==> src/rtl/pe_array_pkg.sv <==
// Sizes and bus layouts of the convolution PE array.
// Features and weights are two's complement.
// Accumulators wrap modulo 2**ACC_WD and do not saturate.
// ACC_WD must be at least PROD_WD, and TAP_CNT_WD must hold TAP_NUM-1.
package pe_array_pkg;

    // ------------------------------
    // data widths
    // ------------------------------
    localparam int FEATURE_WD = 8;
    localparam int WEIGHT_WD  = 8;
    localparam int PROD_WD    = FEATURE_WD + WEIGHT_WD;   // full signed product
    localparam int ACC_WD     = 18;

    // ------------------------------
    // array shape
    // ------------------------------
    localparam int PE_COL_NUM = 4;
    localparam int PE_H_NUM   = 2;    // feature rows per group
    localparam int PE_OC_NUM  = 2;
    localparam int PE_GRP_NUM = 2;    // input-channel groups

    // KxK taps per output row
    localparam int TAP_NUM    = 9;
    localparam int TAP_CNT_WD = 4;

    // ------------------------------
    // beat in
    // ------------------------------
    // one input-channel group, 80 bits
    typedef struct packed {
        logic [PE_H_NUM-1:0][PE_COL_NUM-1:0][FEATURE_WD-1:0] features; // fan out to every oc
        logic [PE_OC_NUM-1:0][WEIGHT_WD-1:0]                 weights;  // fan out to every h
    } grp_in_t;

    // 166 bits
    typedef struct packed {
        grp_in_t [PE_GRP_NUM-1:0] grp;
        logic    [PE_COL_NUM-1:0] col_vld;
        logic    [PE_GRP_NUM-1:0] grp_vld;
    } pe_beat_t;

    // ------------------------------
    // result out
    // ------------------------------
    typedef logic [PE_COL_NUM-1:0][ACC_WD-1:0] row_acc_t;          // 72 bits

    // indexed [oc][h]
    typedef row_acc_t [PE_OC_NUM-1:0][PE_H_NUM-1:0] grp_acc_t;     // 288 bits

    typedef grp_acc_t [PE_GRP_NUM-1:0] pe_result_t;                // 576 bits

endpackage

==> src/rtl/pe_ic_group.sv <==
`timescale 1ns/1ps
// All PE rows of one input-channel group.
// Each feature row feeds every output channel, and each output-channel
// weight feeds every feature row.
// grp_vld enables the whole group; col_vld masks columns in every row.
module pe_ic_group (
    input  logic                                clk,
    input  logic                                rstn,
    input  logic                                beat_fire,
    input  logic                                acc_clr,
    input  logic                                grp_vld,
    input  pe_array_pkg::grp_in_t               grp_in,
    input  logic [pe_array_pkg::PE_COL_NUM-1:0] col_vld,
    output pe_array_pkg::grp_acc_t              grp_acc
);

    import pe_array_pkg::*;

    // ------------------------------
    // oc x h grid of rows
    // ------------------------------
    for (genvar oc = 0; oc < PE_OC_NUM; oc++) begin : g_oc
        for (genvar h = 0; h < PE_H_NUM; h++) begin : g_h
            pe_row u_row (
                .clk       (clk),
                .rstn      (rstn),
                .beat_fire (beat_fire),
                .acc_clr   (acc_clr),
                .en        (grp_vld),
                .features  (grp_in.features[h]),   // shared across oc
                .weight    (grp_in.weights[oc]),   // shared across h
                .col_vld   (col_vld),
                .acc       (grp_acc[oc][h])
            );
        end
    end

endmodule

==> src/rtl/pe_row.sv <==
`timescale 1ns/1ps
// One row of MAC cells for one output channel and one feature row.
// All columns share the same weight.
// Products are sign extended and added with wrap at ACC_WD bits.
// acc_clr wins over an update but never meets beat_fire in practice.
module pe_row (
    input  logic                                                         clk,
    input  logic                                                         rstn,
    input  logic                                                         beat_fire,
    input  logic                                                         acc_clr,
    input  logic                                                         en,
    input  logic [pe_array_pkg::PE_COL_NUM-1:0][pe_array_pkg::FEATURE_WD-1:0] features,
    input  logic [pe_array_pkg::WEIGHT_WD-1:0]                          weight,
    input  logic [pe_array_pkg::PE_COL_NUM-1:0]                         col_vld,
    output pe_array_pkg::row_acc_t                                      acc
);

    import pe_array_pkg::*;

    row_acc_t prod_ext;   // products widened to accumulator width

    // ------------------------------
    // multipliers
    // ------------------------------
    for (genvar c = 0; c < PE_COL_NUM; c++) begin : g_mul
        logic signed [PROD_WD-1:0] prod;

        assign prod        = $signed(features[c]) * $signed(weight);
        assign prod_ext[c] = {{(ACC_WD - PROD_WD){prod[PROD_WD-1]}}, prod};
    end

    // ------------------------------
    // accumulators
    // ------------------------------
    always_ff @(posedge clk or negedge rstn) begin
        if (!rstn) begin
            acc <= '0;
        end else if (acc_clr) begin
            acc <= '0;
        end else if (beat_fire && en) begin
            for (int c = 0; c < PE_COL_NUM; c++) begin
                if (col_vld[c]) begin
                    acc[c] <= acc[c] + prod_ext[c];   // wraps
                end
            end
        end
    end

endmodule

==> config.mk <==
export PLATFORM = sky130hd
export DESIGN_NAME = pe_ic_group
export DESIGN_NICKNAME = d
export VERILOG_FILES = /design/src/rtl/pe_array_pkg.sv /design/src/rtl/pe_ic_group.sv /design/src/rtl/pe_row.sv
export SDC_FILE = /design/constraint.sdc
export NUM_CORES = 2
export LEC_CHECK = 0
export BUFFER_PORTS_ARGS = -buffer_cell sky130_fd_sc_hd__buf_2
export CORE_MARGIN = 5
export CORE_UTILIZATION = 32
export DETAILED_ROUTE_END_ITERATION = 8
export GPL_TIMING_DRIVEN = 0
export HOLD_SLACK_MARGIN = 0.02
export SETUP_SLACK_MARGIN = 0.4
export SLEW_MARGIN = 15
export SYNTH_ARGS = -nofsm -noshare
export SYNTH_HDL_FRONTEND = slang
export SYNTH_SLANG_ARGS = --single-unit
==> constraint.sdc <==
create_clock -name clk -period 4.4 [get_ports clk]
set_clock_uncertainty 0.15 [all_clocks]
set_input_delay 0.22 -clock clk [delete_from_list [all_inputs] [get_ports clk]]
set_output_delay 0.22 -clock clk [all_outputs]
set_load 0.02 [all_outputs]
==> flow_summary.yaml <==
status:
  outcome: "finished, violations left"
  violations: "negative setup slack"
route:
  wire_per_inst_um: 21.51
  dr.pass1.iters: 6
  avgViaCountPerCell: 5.051
  drtIter0Drc: 3134
  totalWireLength_um: 227000
  drc: 0
  antenna_left: 0
  vias: 53290
place:
  gp_congestion: 0.9095
  dp_cells: 10070
  port_buffers: 360
  place_hpwl_um: 174000
  post_dp_cell_area_um2: 68500
clock_tree:
  clock_latency_ns: 0.64
  cts.path.max_buffers: 3
  clockRootBuffer: "clkbuf_16"
  cts_tree: "built"
  numClockSinks: 288
  htreeDepth: 2
  clk_pin_slew_ns: 0.06
  cts_buffers: 41
floorplanning:
  die-area_um2: 201600
  die_w_um: 449.0
  rows: 161
  num_io_pins: 377
  start_util_pct: 32.10
  die_h_um: 449.0
  core_um2: 192200
yosys:
  synthCells: 7177
  synthTopCellsByArea: "fa_1, ha_1, dfrtp_1"
  yosysWarnings: 0
  synth.distinct_cells: 73
  synth_nets: 8898
  synth_top_area_cell: "fa_1"
  yosys_register_bits: 288
  synth_flop_cell: "dfrtp_1"
  synthArstFlopShare_pct: 100.0
  seq_area_frac_synth_pct: 11.68
  synth_area_per_cell_um2: 8.594
  post-synth-top-count-cell: "inv_1"
  synth_top_area_share_pct: 29.08
  synth_commonest_cells: "inv_1, fa_1, ha_1, and2_1, nand2_1"
  syn_area_um2: 61680
  synth-edff-count: 0
global_route:
  grt_pass1_vias: 55480
  antenna_found_initial: 75
  grt_max_degree: 86
  grt_pass1_wl_um: 338400
  track_usage_pct: 21.93
  gr-total-overflow: 0
setup_path:
  worstPathArrival_ns: 6.16
  crit_start: "grp_in[11]"
  r2r-start: "g_oc[1].g_h[1].u_row.acc[18]$_DFFE_PN0P_"
  cp_max_fo: 7
  cpMostUsedCell: "fa_1"
  critPathRequiredTime_ns: 4.81
  slowest_stage: "fa_1"
  worst_setup_path_end_kind: "flip-flop"
  start_kind: "input port"
  cpPeakStageDelay_ns: 0.52
  crit_type: "input port to flip-flop"
power:
  p_leak_uw: 0.03920
  power_density_nw_per_um2: 871.3
  peakVddDrop_uv: 927.9
sta:
  slew_violations: 0
  fmax_mhz: 174.0
  rsz0062_at_grt: "true"
  fin_crit_sh_pct: 130.6
  hold_viol_final: 0
  fin_ws_ns: -1.346
  worst_pin_slew_ns: 1.297
  setup_viol: 149
  holdWs_ns: 0.08922
  maxSlewHeadroom_pct: 13.56
  fin_crit_ns: 5.746
cells_and_area:
  stdcell_area_um2: 78720
  fillers: 18890
  regMostFlops: "g_oc.g_h.u_row.acc"
  final_core_util_pct: 40.96
  reg.largest.list: "g_oc.g_h.u_row.acc: 288 flops"
  syn_to_final_growth_pct: 27.63
  largest_register_ffs: 288
  drive_gt1_share_pct: 22.96
  final_nets: 9679
  fin_cells: 10550
min_path:
  hp-class: "input port to flip-flop"
  min_from: "grp_in[0]"
run:
  drv_cap: 0
[what timing repair did]
action / in CTS / in global routing
pin swaps: 351 / 333
hold endpoints to repair: 208 / 0
hold buffers: 5 / 0
setup buffers: 254 / 111
cloned: 2 / 2
gates resized for setup: 779 / 420
endpoints found under the setup margin: 193 / 179
[cell families after synthesis]
logic type	synth area share, %
XOR/XNOR	6.471
multiplexers	0.1521
AND/OR/NAND/NOR	16.62
adder cells (fa/ha/maj)	44.01
flip-flops	11.68
AO/OA/AOI/OAI	10.89
buffers and inverters	10.17
[report_power, final]
part	switching (uW)	leakage (uW)	internal, uW
logic	32800	0.0346	28100
clock network	1450	0.000675	2140
registers	802	0.00396	3350
total	35000	0.0392	33600
[per-layer routing]
| metal | global-route usage, % | vias to the layer above | wire length (um) |
|---|---|---|---|
| met3 | 4.775 | 589 | 17210 |
| met4 | 11.53 | 20 | 13490 |
| met2 | 36.21 | 1863 | 106300 |
| li1 | - | 24230 | - |
| met5 | 0 | - | 126 |
| met1 | 26.88 | 26590 | 89840 |
[path summary, 6_finish.rpt]
kind                                                            end  cells past startpoint  slack, ns
setup / recovery           g_oc[1].g_h[1].u_row.acc[35]$_DFFE_PN0P_                     30      -1.35
setup reg to reg           g_oc[1].g_h[1].u_row.acc[34]$_DFFE_PN0P_                     12       1.07
min in group asynchronous  g_oc[1].g_h[0].u_row.acc[48]$_DFFE_PN0P_                      3       0.42
hold reg to reg             g_oc[1].g_h[1].u_row.acc[8]$_DFFE_PN0P_                      2       0.35
max in group asynchronous   g_oc[1].g_h[0].u_row.acc[5]$_DFFE_PN0P_                      5       2.47
hold / removal              g_oc[0].g_h[0].u_row.acc[0]$_DFFE_PN0P_                      4       0.09
[cells in the final DEF (no fill, tap or decap), types with 77 or more instances in the layout]
cell type / count
inv_1: 1357
fa_1: 871
and2_1: 617
ha_1: 599
nand2_1: 583
buf_2: 356
dfrtp_1: 288
buf_4: 277
nor2_1: 274
xnor2_1: 227
o21ai_0: 174
a21oi_2: 148
a21oi_1: 147
xor2_1: 141
o21ai_1: 111
ha_4: 109
clkbuf_16: 105
a21o_1: 90
buf_6: 78
clkbuf_1: 77
[through the flow]
step / TNS, ns / total power (uW) / setup WS [ns]
3_5_place_dp: -387.47 / 48640 / -3.557
6_report: -100.48 / 68590 / -1.346
2_1_floorplan: -100.73 / 37830 / -1.522
3_3_place_gp: -1395.33 / 47670 / -3.591
4_1_cts: -82.15 / 61890 / -1.381
5_1_grt: -127.81 / 74230 / -1.525
[worst max-delay path: cells and delay by family]
family,cells,cell delay [ns]
adder cells (fa/ha/maj),6,2.59
buffers and inverters,8,0.76
AND/OR/NAND/NOR,4,0.92
XOR/XNOR,2,0.26
AO/OA/AOI/OAI,10,1.39
[final cells by class]
class | instances | area, um2 | area share, %
Tap cell | 2526 | 3161 | 4.015
Inverter | 1424 | 5349 | 6.795
Antenna cell | 38 | 95.09 | 0.1208
Buffer | 247 | 2899 | 3.683
Multi-Input combinational cell | 5218 | 53250 | 67.64
Sequential cell | 288 | 7207 | 9.155
Clock inverter | 13 | 207.7 | 0.2638
Timing Repair Buffer | 738 | 5380 | 6.834
Clock buffer | 59 | 1174 | 1.491
Power figures use the tool's default switching activity.
