<file path="src/rtl/pe_array_pkg.sv">
// Sizes and bus layouts of the convolution PE array.
// Features and weights are two's complement.
// Accumulators wrap modulo 2**ACC_WD and do not saturate.
// ACC_WD must be at least PROD_WD, and TAP_CNT_WD must hold TAP_NUM-1.
package pe_array_pkg;

    // ------------------------------
    // data widths
    // ------------------------------
    localparam int FEATURE_WD = 8;
    localparam int WEIGHT_WD  = 8;
    localparam int PROD_WD    = FEATURE_WD + WEIGHT_WD;   // full signed product
    localparam int ACC_WD     = 18;

    // ------------------------------
    // array shape
    // ------------------------------
    localparam int PE_COL_NUM = 4;
    localparam int PE_H_NUM   = 2;    // feature rows per group
    localparam int PE_OC_NUM  = 2;
    localparam int PE_GRP_NUM = 2;    // input-channel groups

    // KxK taps per output row
    localparam int TAP_NUM    = 9;
    localparam int TAP_CNT_WD = 4;

    // ------------------------------
    // beat in
    // ------------------------------
    // one input-channel group, 80 bits
    typedef struct packed {
        logic [PE_H_NUM-1:0][PE_COL_NUM-1:0][FEATURE_WD-1:0] features; // fan out to every oc
        logic [PE_OC_NUM-1:0][WEIGHT_WD-1:0]                 weights;  // fan out to every h
    } grp_in_t;

    // 166 bits
    typedef struct packed {
        grp_in_t [PE_GRP_NUM-1:0] grp;
        logic    [PE_COL_NUM-1:0] col_vld;
        logic    [PE_GRP_NUM-1:0] grp_vld;
    } pe_beat_t;

    // ------------------------------
    // result out
    // ------------------------------
    typedef logic [PE_COL_NUM-1:0][ACC_WD-1:0] row_acc_t;          // 72 bits

    // indexed [oc][h]
    typedef row_acc_t [PE_OC_NUM-1:0][PE_H_NUM-1:0] grp_acc_t;     // 288 bits

    typedef grp_acc_t [PE_GRP_NUM-1:0] pe_result_t;                // 576 bits

endpackage

</file>
<file path="src/rtl/tap_counter.sv">
`timescale 1ns/1ps
// Counts accepted beats of one output row.
// row_done is combinational and marks the beat that completes the row;
// the count wraps to zero on that same beat.
module tap_counter (
    input  logic clk,
    input  logic rstn,
    input  logic beat_fire,
    output logic row_done
);

    import pe_array_pkg::*;

    logic [TAP_CNT_WD-1:0] tap_cnt;
    logic                  last_tap;

    assign last_tap = (tap_cnt == TAP_CNT_WD'(TAP_NUM - 1));
    assign row_done = beat_fire & last_tap;

    always_ff @(posedge clk or negedge rstn) begin
        if (!rstn) begin
            tap_cnt <= '0;
        end else if (beat_fire) begin
            if (last_tap) begin
                tap_cnt <= '0;
            end else begin
                tap_cnt <= tap_cnt + 1'b1;
            end
        end
    end

    // ------------------------------
    // checks
    // ------------------------------
    a_cnt_range: assert property (@(posedge clk) disable iff (!rstn)
        tap_cnt <= TAP_CNT_WD'(TAP_NUM - 1));

endmodule

</file>
<file path="config.mk">
export PLATFORM = sky130hd
export DESIGN_NAME = tap_counter
export DESIGN_NICKNAME = d
export VERILOG_FILES = /design/src/rtl/pe_array_pkg.sv /design/src/rtl/tap_counter.sv
export SDC_FILE = /design/constraint.sdc
export NUM_CORES = 1
export LEC_CHECK = 0
export ABC_AREA = 1
export BUFFER_PORTS_ARGS = -buffer_cell sky130_fd_sc_hd__buf_4
export CORE_AREA = 2 2 39 41
export CTS_CLUSTER_SIZE = 40
export DETAILED_ROUTE_END_ITERATION = 8
export DIE_AREA = 0 0 41 43
export GPL_ROUTABILITY_DRIVEN = 0
export PLACE_DENSITY = 0.38
export SETUP_SLACK_MARGIN = 0.5
export SLEW_MARGIN = 20
export SYNTH_ARGS = -nofsm -noshare
export SYNTH_HDL_FRONTEND = slang
export SYNTH_SLANG_ARGS = --single-unit
</file>
<file path="constraint.sdc">
create_clock -name clk -period 1.29 [get_ports clk]
set_input_delay 0.258 -clock clk [delete_from_list [all_inputs] [get_ports clk]]
set_output_delay 0.258 -clock clk [all_outputs]
set_load 0.01 [all_outputs]
</file>
==> reports/qor.yml, run 1 <==
synthesis:
  synth.distinct_cells: 10
  synth_area_leader_cell: "dfrtp_1"
  syn-instance-count: 27
  ys_ff_latch: 4
  async_flop_share_pct: 100
  ys_top_cells_by_count: "nand2_1, inv_1, dfrtp_1"
  syn_avg_cell_area_um2: 8.11
  synth_area_um2: 219
  netlist.area_leader.share_pct: 45.7
  yosysWarnings: 0
  synth_edf_count: 0
  synth.most_common_cell: "nand2_1"
  synth_ff_type: "dfrtp_1"
  syn-num-nets: 32
  synth-seq-area-share_pct: 45.7
  ys_top_cells_by_area: "dfrtp_1, nand2_1, ha_1"
sta:
  drv_slew: 0
  setup_viol: 1
  hold_violations: 0
  fin_ws_ns: -0.0812
  slew_headroom_pct: 88.8
  fin_setup_tns_ns: -0.0812
  fmax_mhz: 729
  worst_pin_slew_ns: 0.167
  rsz0062_at_grt: "yes"
  layout_min_cycle_time_ns: 1.37
  fin_crit_sh_pct: 106
  clock_skew_ns: 0.00659
power_and_ir_drop:
  p_leak_uw: 0.000173
  vdd_drop_max_uv: 656
  p_per_area_nw_per_um2: 2080
hold_path:
  hold_path.class: "in2reg"
  min_delay_path_depth: 2
cells_and_area:
  fin_nets: 45
  largest_reg_flops: 4
  area_growth_pct: 58.9
  postLayoutCoreUtil_pct: 25.1
  antennaDiodeCount: 0
  drive_gt1_share_pct: 47.4
  regMostFlops: "tap_cnt"
  multi_input_area_um2: 120
  n_fill_cell: 147
  reg.largest.list: "tap_cnt (4)"
  seqCellArea_um2: 100
detailed_routing:
  wl_met1_um: 201
  met2_length_um: 209
  drc: 0
  routed_via_density: 3.85
  ant_nets: 0
  firstDrtPassIters: 4
  met3_wirelength_um: 54
  drtIter0Drc: 6
  vias: 208
  wl_per_cell_um: 8.70
  top_layer: "met4"
  drt_wl_total_um: 470
floorplan:
  rows: 14
  dieArea_um2: 1760
  initial_core_util_pct: 15.8
  ioPinCount: 4
  core-area_um2: 1380
  die_w_um: 41
  chipHeight_um: 43
grt:
  grt_pass1_wl_um: 814
  grt.total_usage_pct: 7.84
  antenna_found_initial: 0
  gr-total-overflow: 0
  grt_max_degree: 8
  grt_pass1_vias: 218
critical_path:
  critPathKind: "reg2out"
  cp_max_fo: 2
  worstPathCellList: "inv_2 -> ha_4 -> nand4_1 -> inv_2 -> buf_6"
  cp.arrival_ns: 1.11
  ff2ff_path_depth: 6
  cp_top_family: "flip-flops"
  cp.depth: 5
  crit_path_end_kind: "output port"
  cp-start-kind: "register"
  critical_path.most_common_cell: "inv_2"
  cp.buffers_inverters: 3
  critPathMaxStageDelay_ns: 0.39
  cp_slowest_cell: "dfrtp_1"
  worstPathRequired_ns: 1.03
placement:
  io_buffers: 3
clock_tree:
  clk_path_buf_depth: 2
  clk_latency_ns: 0.24
  cts_tree: "built"
  ctsHtreeMaxLevel: 1
  clk_pin_slew_worst_paths_ns: 0.03
  clock-sinks: 4
  root_buffer: "clkbuf_4"
  cts_buffers: 3
outcome:
  violations: "setup timing"
  outcome: "finished with violations"
job:
  drv_cap: 0
repair_timing:
item / 4_1_cts / 5_1_grt
buffers inserted: 3 / 0
pin swaps: 5 / 0
hold buffers: 1 / 0
hold endpoints to repair: 4 / 0
gates cloned: 0 / 0
resized for setup: 3 / 3
setup endpoints to repair: 5 / 5
final timing paths:
| path | startpoint | end | slack (ns) |
|---|---|---|---|
| worst max-delay path | tap_cnt[1] | row_done | -0.08 |
| worst min-delay path | beat_fire | tap_cnt[0] | 0.25 |
| worst max register to register | tap_cnt[1] | tap_cnt[2] | 0.18 |
| worst min register to register | tap_cnt[3] | tap_cnt[3] | 0.59 |
| max in group asynchronous | rstn | tap_cnt[1] | 0.83 |
| min in group asynchronous | rstn | tap_cnt[2] | 0.35 |
cells by family (layout without fill, tap and decap cells):
logic type	Yosys count	after routing	share of synthesized area, %
AO/OA/AOI/OAI	2	2	4.57
XOR/XNOR	1	1	4.00
adder cells (fa/ha/maj)	2	2	11.4
buffers and inverters	5	16	8.57
flip-flops	4	4	45.7
AND/OR/NAND/NOR	13	13	25.7
power by group:
group | internal (µW) | switching [µW] | leakage [µW] | total [µW]
Combinational | 173 | 159 | 0.000111 | 332
Sequential | 186 | 47.6 | 0.0000485 | 233
Clock | 104 | 55.1 | 0.0000138 | 159
Total | 463 | 262 | 0.000173 | 725
layer usage:
layer  vias up  global-route usage (%)
met1        93                    8.06
met2         7                    9.06
met3         2                    9.42
met5         -                       0
li1        106                       -
met4         0                    4.00
cell usage in the layout (no fill, tap or decap), drive strengths merged:
cell	Yosys	routed
nor2	3	3
dfrtp	4	4
dlygate4sd3	0	1
nand2	7	7
clkbuf	0	3
ha	2	2
buf	0	7
nand3	2	2
inv	5	5
o21ai	2	2
nand4	1	1
xor2	1	1
per-stage QoR:
stage                     worst slack (ns)  area [µm²]  std cells  total power, µW  hold slack [ns]
after floorplan                      0.220         231         27              403          -0.0376
after global placement               0.128         282         47              459           0.0576
after detailed placement             0.120         282         47              468           0.0563
after CTS                          -0.0913         340         54              702            0.248
after global routing                -0.174         348         54              804            0.250
final                              -0.0812         348         54              725            0.252
layout make-up:
type | instances | area share, %
clock buffer | 3 | 6.47
tap | 16 | 5.76
multi-input combinational | 18 | 34.5
timing repair buffer | 8 | 19.1
inverter | 5 | 5.40
sequential | 4 | 28.8
No activity file was read; power rests on OpenSTA's default activity.
==> inputs of run 2 (changes only) <==
RECOVER_POWER = 25   (was unset)
SETUP_SLACK_MARGIN = unset   (was 0.5)
==> run 2 against run 1 <==
Net effect: the flow still finishes with violations (setup timing); worst setup slack improved by 0.026 ns; final area is the same; utilization unchanged; non-clock buffer count increased by 2; clock skew decreased by 0.0052 ns; global-route usage decreased by 0.88 points; combinational power is 3% higher; clock-buffer cell count did not move; hold slack improved by 0.034 ns; fmax is 2.0% higher; sequential power decreased by 3%; clock power shrank 6%; largest power group unchanged.
==> reports/qor.yml, run 2 (synthesis results as in run 1) <==
power_and_ir_drop:
  vdd_drop_max_uv: 533  # -19%
  p_leak_uw: 0.000181  # +4.8%
  p_per_area_nw_per_um2: 2060  # -0.92%
sta:
  slew_headroom_pct: 86.1  # -2.8 points
  hold_violations: 0  # unchanged
  fin_crit_sh_pct: 104  # -2.0 points
  rsz0062_at_grt: "yes"
  fmax_mhz: 744  # +2.0%
  fin_ws_ns: -0.0548  # +0.0264 ns
  whs_ns: 0.287  # +0.0344 ns
  setup_viol: 1  # unchanged
  fin_setup_tns_ns: -0.0548  # +0.0264 ns
  clock_skew_ns: 0.00142  # -0.00517 ns
  drv_slew: 0  # unchanged
  layout_min_cycle_time_ns: 1.34  # -0.0264 ns
  worst_pin_slew_ns: 0.209  # +0.0419 ns
floorplan:
  ioPinCount: 4  # unchanged
  die_w_um: 41  # unchanged
  chipHeight_um: 43  # unchanged
  initial_core_util_pct: 15.8  # unchanged
  rows: 14  # unchanged
  core-area_um2: 1380  # unchanged
  dieArea_um2: 1760  # unchanged
cells_and_area:
  regMostFlops: "tap_cnt"
  drive_gt1_share_pct: 37.5  # -9.9 points
  antennaDiodeCount: 0  # unchanged
  fin_nets: 47  # +4.4%
  layout_commonest_cell: "buf_4"
  largest_reg_flops: 4  # unchanged
  layout_common_cells: "buf_4, nand2_1, dfrtp_1"
  area_growth_pct: 58.9  # unchanged
  reg.largest.list: "tap_cnt (4)"
  postLayoutCoreUtil_pct: 25.1  # unchanged
critical_path:
  worstPathRequired_ns: 1.03  # about the same
  cp.depth: 5  # unchanged
  cp.arrival_ns: 1.09  # -0.02 ns
  crit_path_end_kind: "output port"
  critPathKind: "reg2out"
  r2r_slack_ns: 0.05  # -0.13 ns
  cp_max_fo: 2  # unchanged
  r2r_end: "tap_cnt[2]"
  worstPathCellList: "inv_2 -> ha_4 -> nand4_1 -> inv_1 -> buf_4"
  cp-start-kind: "register"
  cp.buffers_inverters: 3  # unchanged
  r2r-start: "tap_cnt[0]"
  critPathMaxStageDelay_ns: 0.38  # about the same
  cp_slowest_cell: "dfrtp_1"
  cp_top_family: "flip-flops"
  crit_end: "row_done"
  cp-startpoint: "tap_cnt[1]"
  ff2ff_path_depth: 7  # +1
grt:
  grt_use_met3_pct: 3.66  # -5.8 points
  top_usage_layer: "met4"
  met2_usage_pct: 7.81  # -1.2 points
  met1_usage_pct: 7.17  # -0.90 points
  grt.total_usage_pct: 6.96  # -0.88 points
  grt_pass1_vias: 199  # -8.7%
  antenna_found_initial: 0  # unchanged
  gr-total-overflow: 0  # unchanged
  grt_pass1_wl_um: 724  # -11%
  grt_max_degree: 8  # unchanged
clock_tree:
  root_buffer: "clkbuf_4"
  clk_path_buf_depth: 2  # unchanged
  cts_buffers: 3  # unchanged
  clk_latency_ns: 0.23  # about the same
  clock-sinks: 4  # unchanged
  clk_pin_slew_worst_paths_ns: 0.03  # about the same
  cts_tree: "built"
  ctsHtreeMaxLevel: 1  # unchanged
detailed_routing:
  ant_nets: 0  # unchanged
  drc: 0  # unchanged
  drtIter0Drc: 5  # -1
  drt_wl_total_um: 452  # -3.8%
  wl_per_cell_um: 8.07  # -7.3%
  vias: 216  # +3.8%
  routed_via_density: 3.86  # +0.14%
  firstDrtPassIters: 4  # unchanged
outcome:
  violations: "setup timing"
  outcome: "finished with violations"
hold_path:
  hold_path.class: "in2reg"
placement:
  hpwl_um: 309
  io_buffers: 3  # unchanged
job:
  drv_cap: 0  # unchanged
==> run 2: changes by cell type in the layout (fill, tap and decap cells not counted), sizes merged <==
cell | before | now
buf | 7 | 8
clkbuf | 3 | 4
==> run 2: worst min path at each step <==
stage / depth (start not counted) / slack (ns) / startpoint / endpoint
2_1_floorplan: 0 / -0.04 / rstn / tap_cnt[0]
3_3_place_gp: 1 / 0.06 / rstn / tap_cnt[3]
3_5_place_dp: 1 / 0.06 / rstn / tap_cnt[2]
4_1_cts: 2 / 0.27 / beat_fire / tap_cnt[0]
5_1_grt: 2 / 0.27 / beat_fire / tap_cnt[0]
6_report: 2 / 0.29 / beat_fire / tap_cnt[0]
==> run 2: per-stage QoR <==
stage,std cells,total power (µW),instance area [µm²],setup WS (ns)
after floorplan,27,371,219,0.189
after global placement,46,421,262,0.0538
after detailed placement,46,430,262,0.0521
after CTS,54,689,337,-0.0670
after global routing,56,786,348,-0.142
final,56,718,348,-0.0548
==> run 2: power breakdown <==
part / total [µW] / switching (µW) / internal, µW / leakage [µW]
registers: 226 / 40.5 / 186 / 0.0000485
logic: 342 / 162 / 180 / 0.000119
clock network: 150 / 46.2 / 104 / 0.0000138
==> run 2: final cells by class <==
| cell class | instances | area [µm²] |
|---|---|---|
| Inverter | 5 | 18.8 |
| Sequential cell | 4 | 100 |
| Fill cell | 160 | 1040 |
| Tap cell | 16 | 20.0 |
| Multi-Input combinational cell | 18 | 113 |
| Timing Repair Buffer | 10 | 73.8 |
| Clock buffer | 3 | 22.5 |
==> run 2: timing repair <==
item	in CTS	in global routing
endpoints found under the hold margin	4	0
hold buffers	1	0
gates resized for setup	4	0
endpoints found under the setup margin	1	1
buffers inserted	4	2
pin swaps	2	0
==> run 2: per-layer routing <==
layer	vias to the layer above	wire, µm
met5	-	0
met1	103	176
li1	109	-
met3	0	24
met4	0	0
met2	4	251
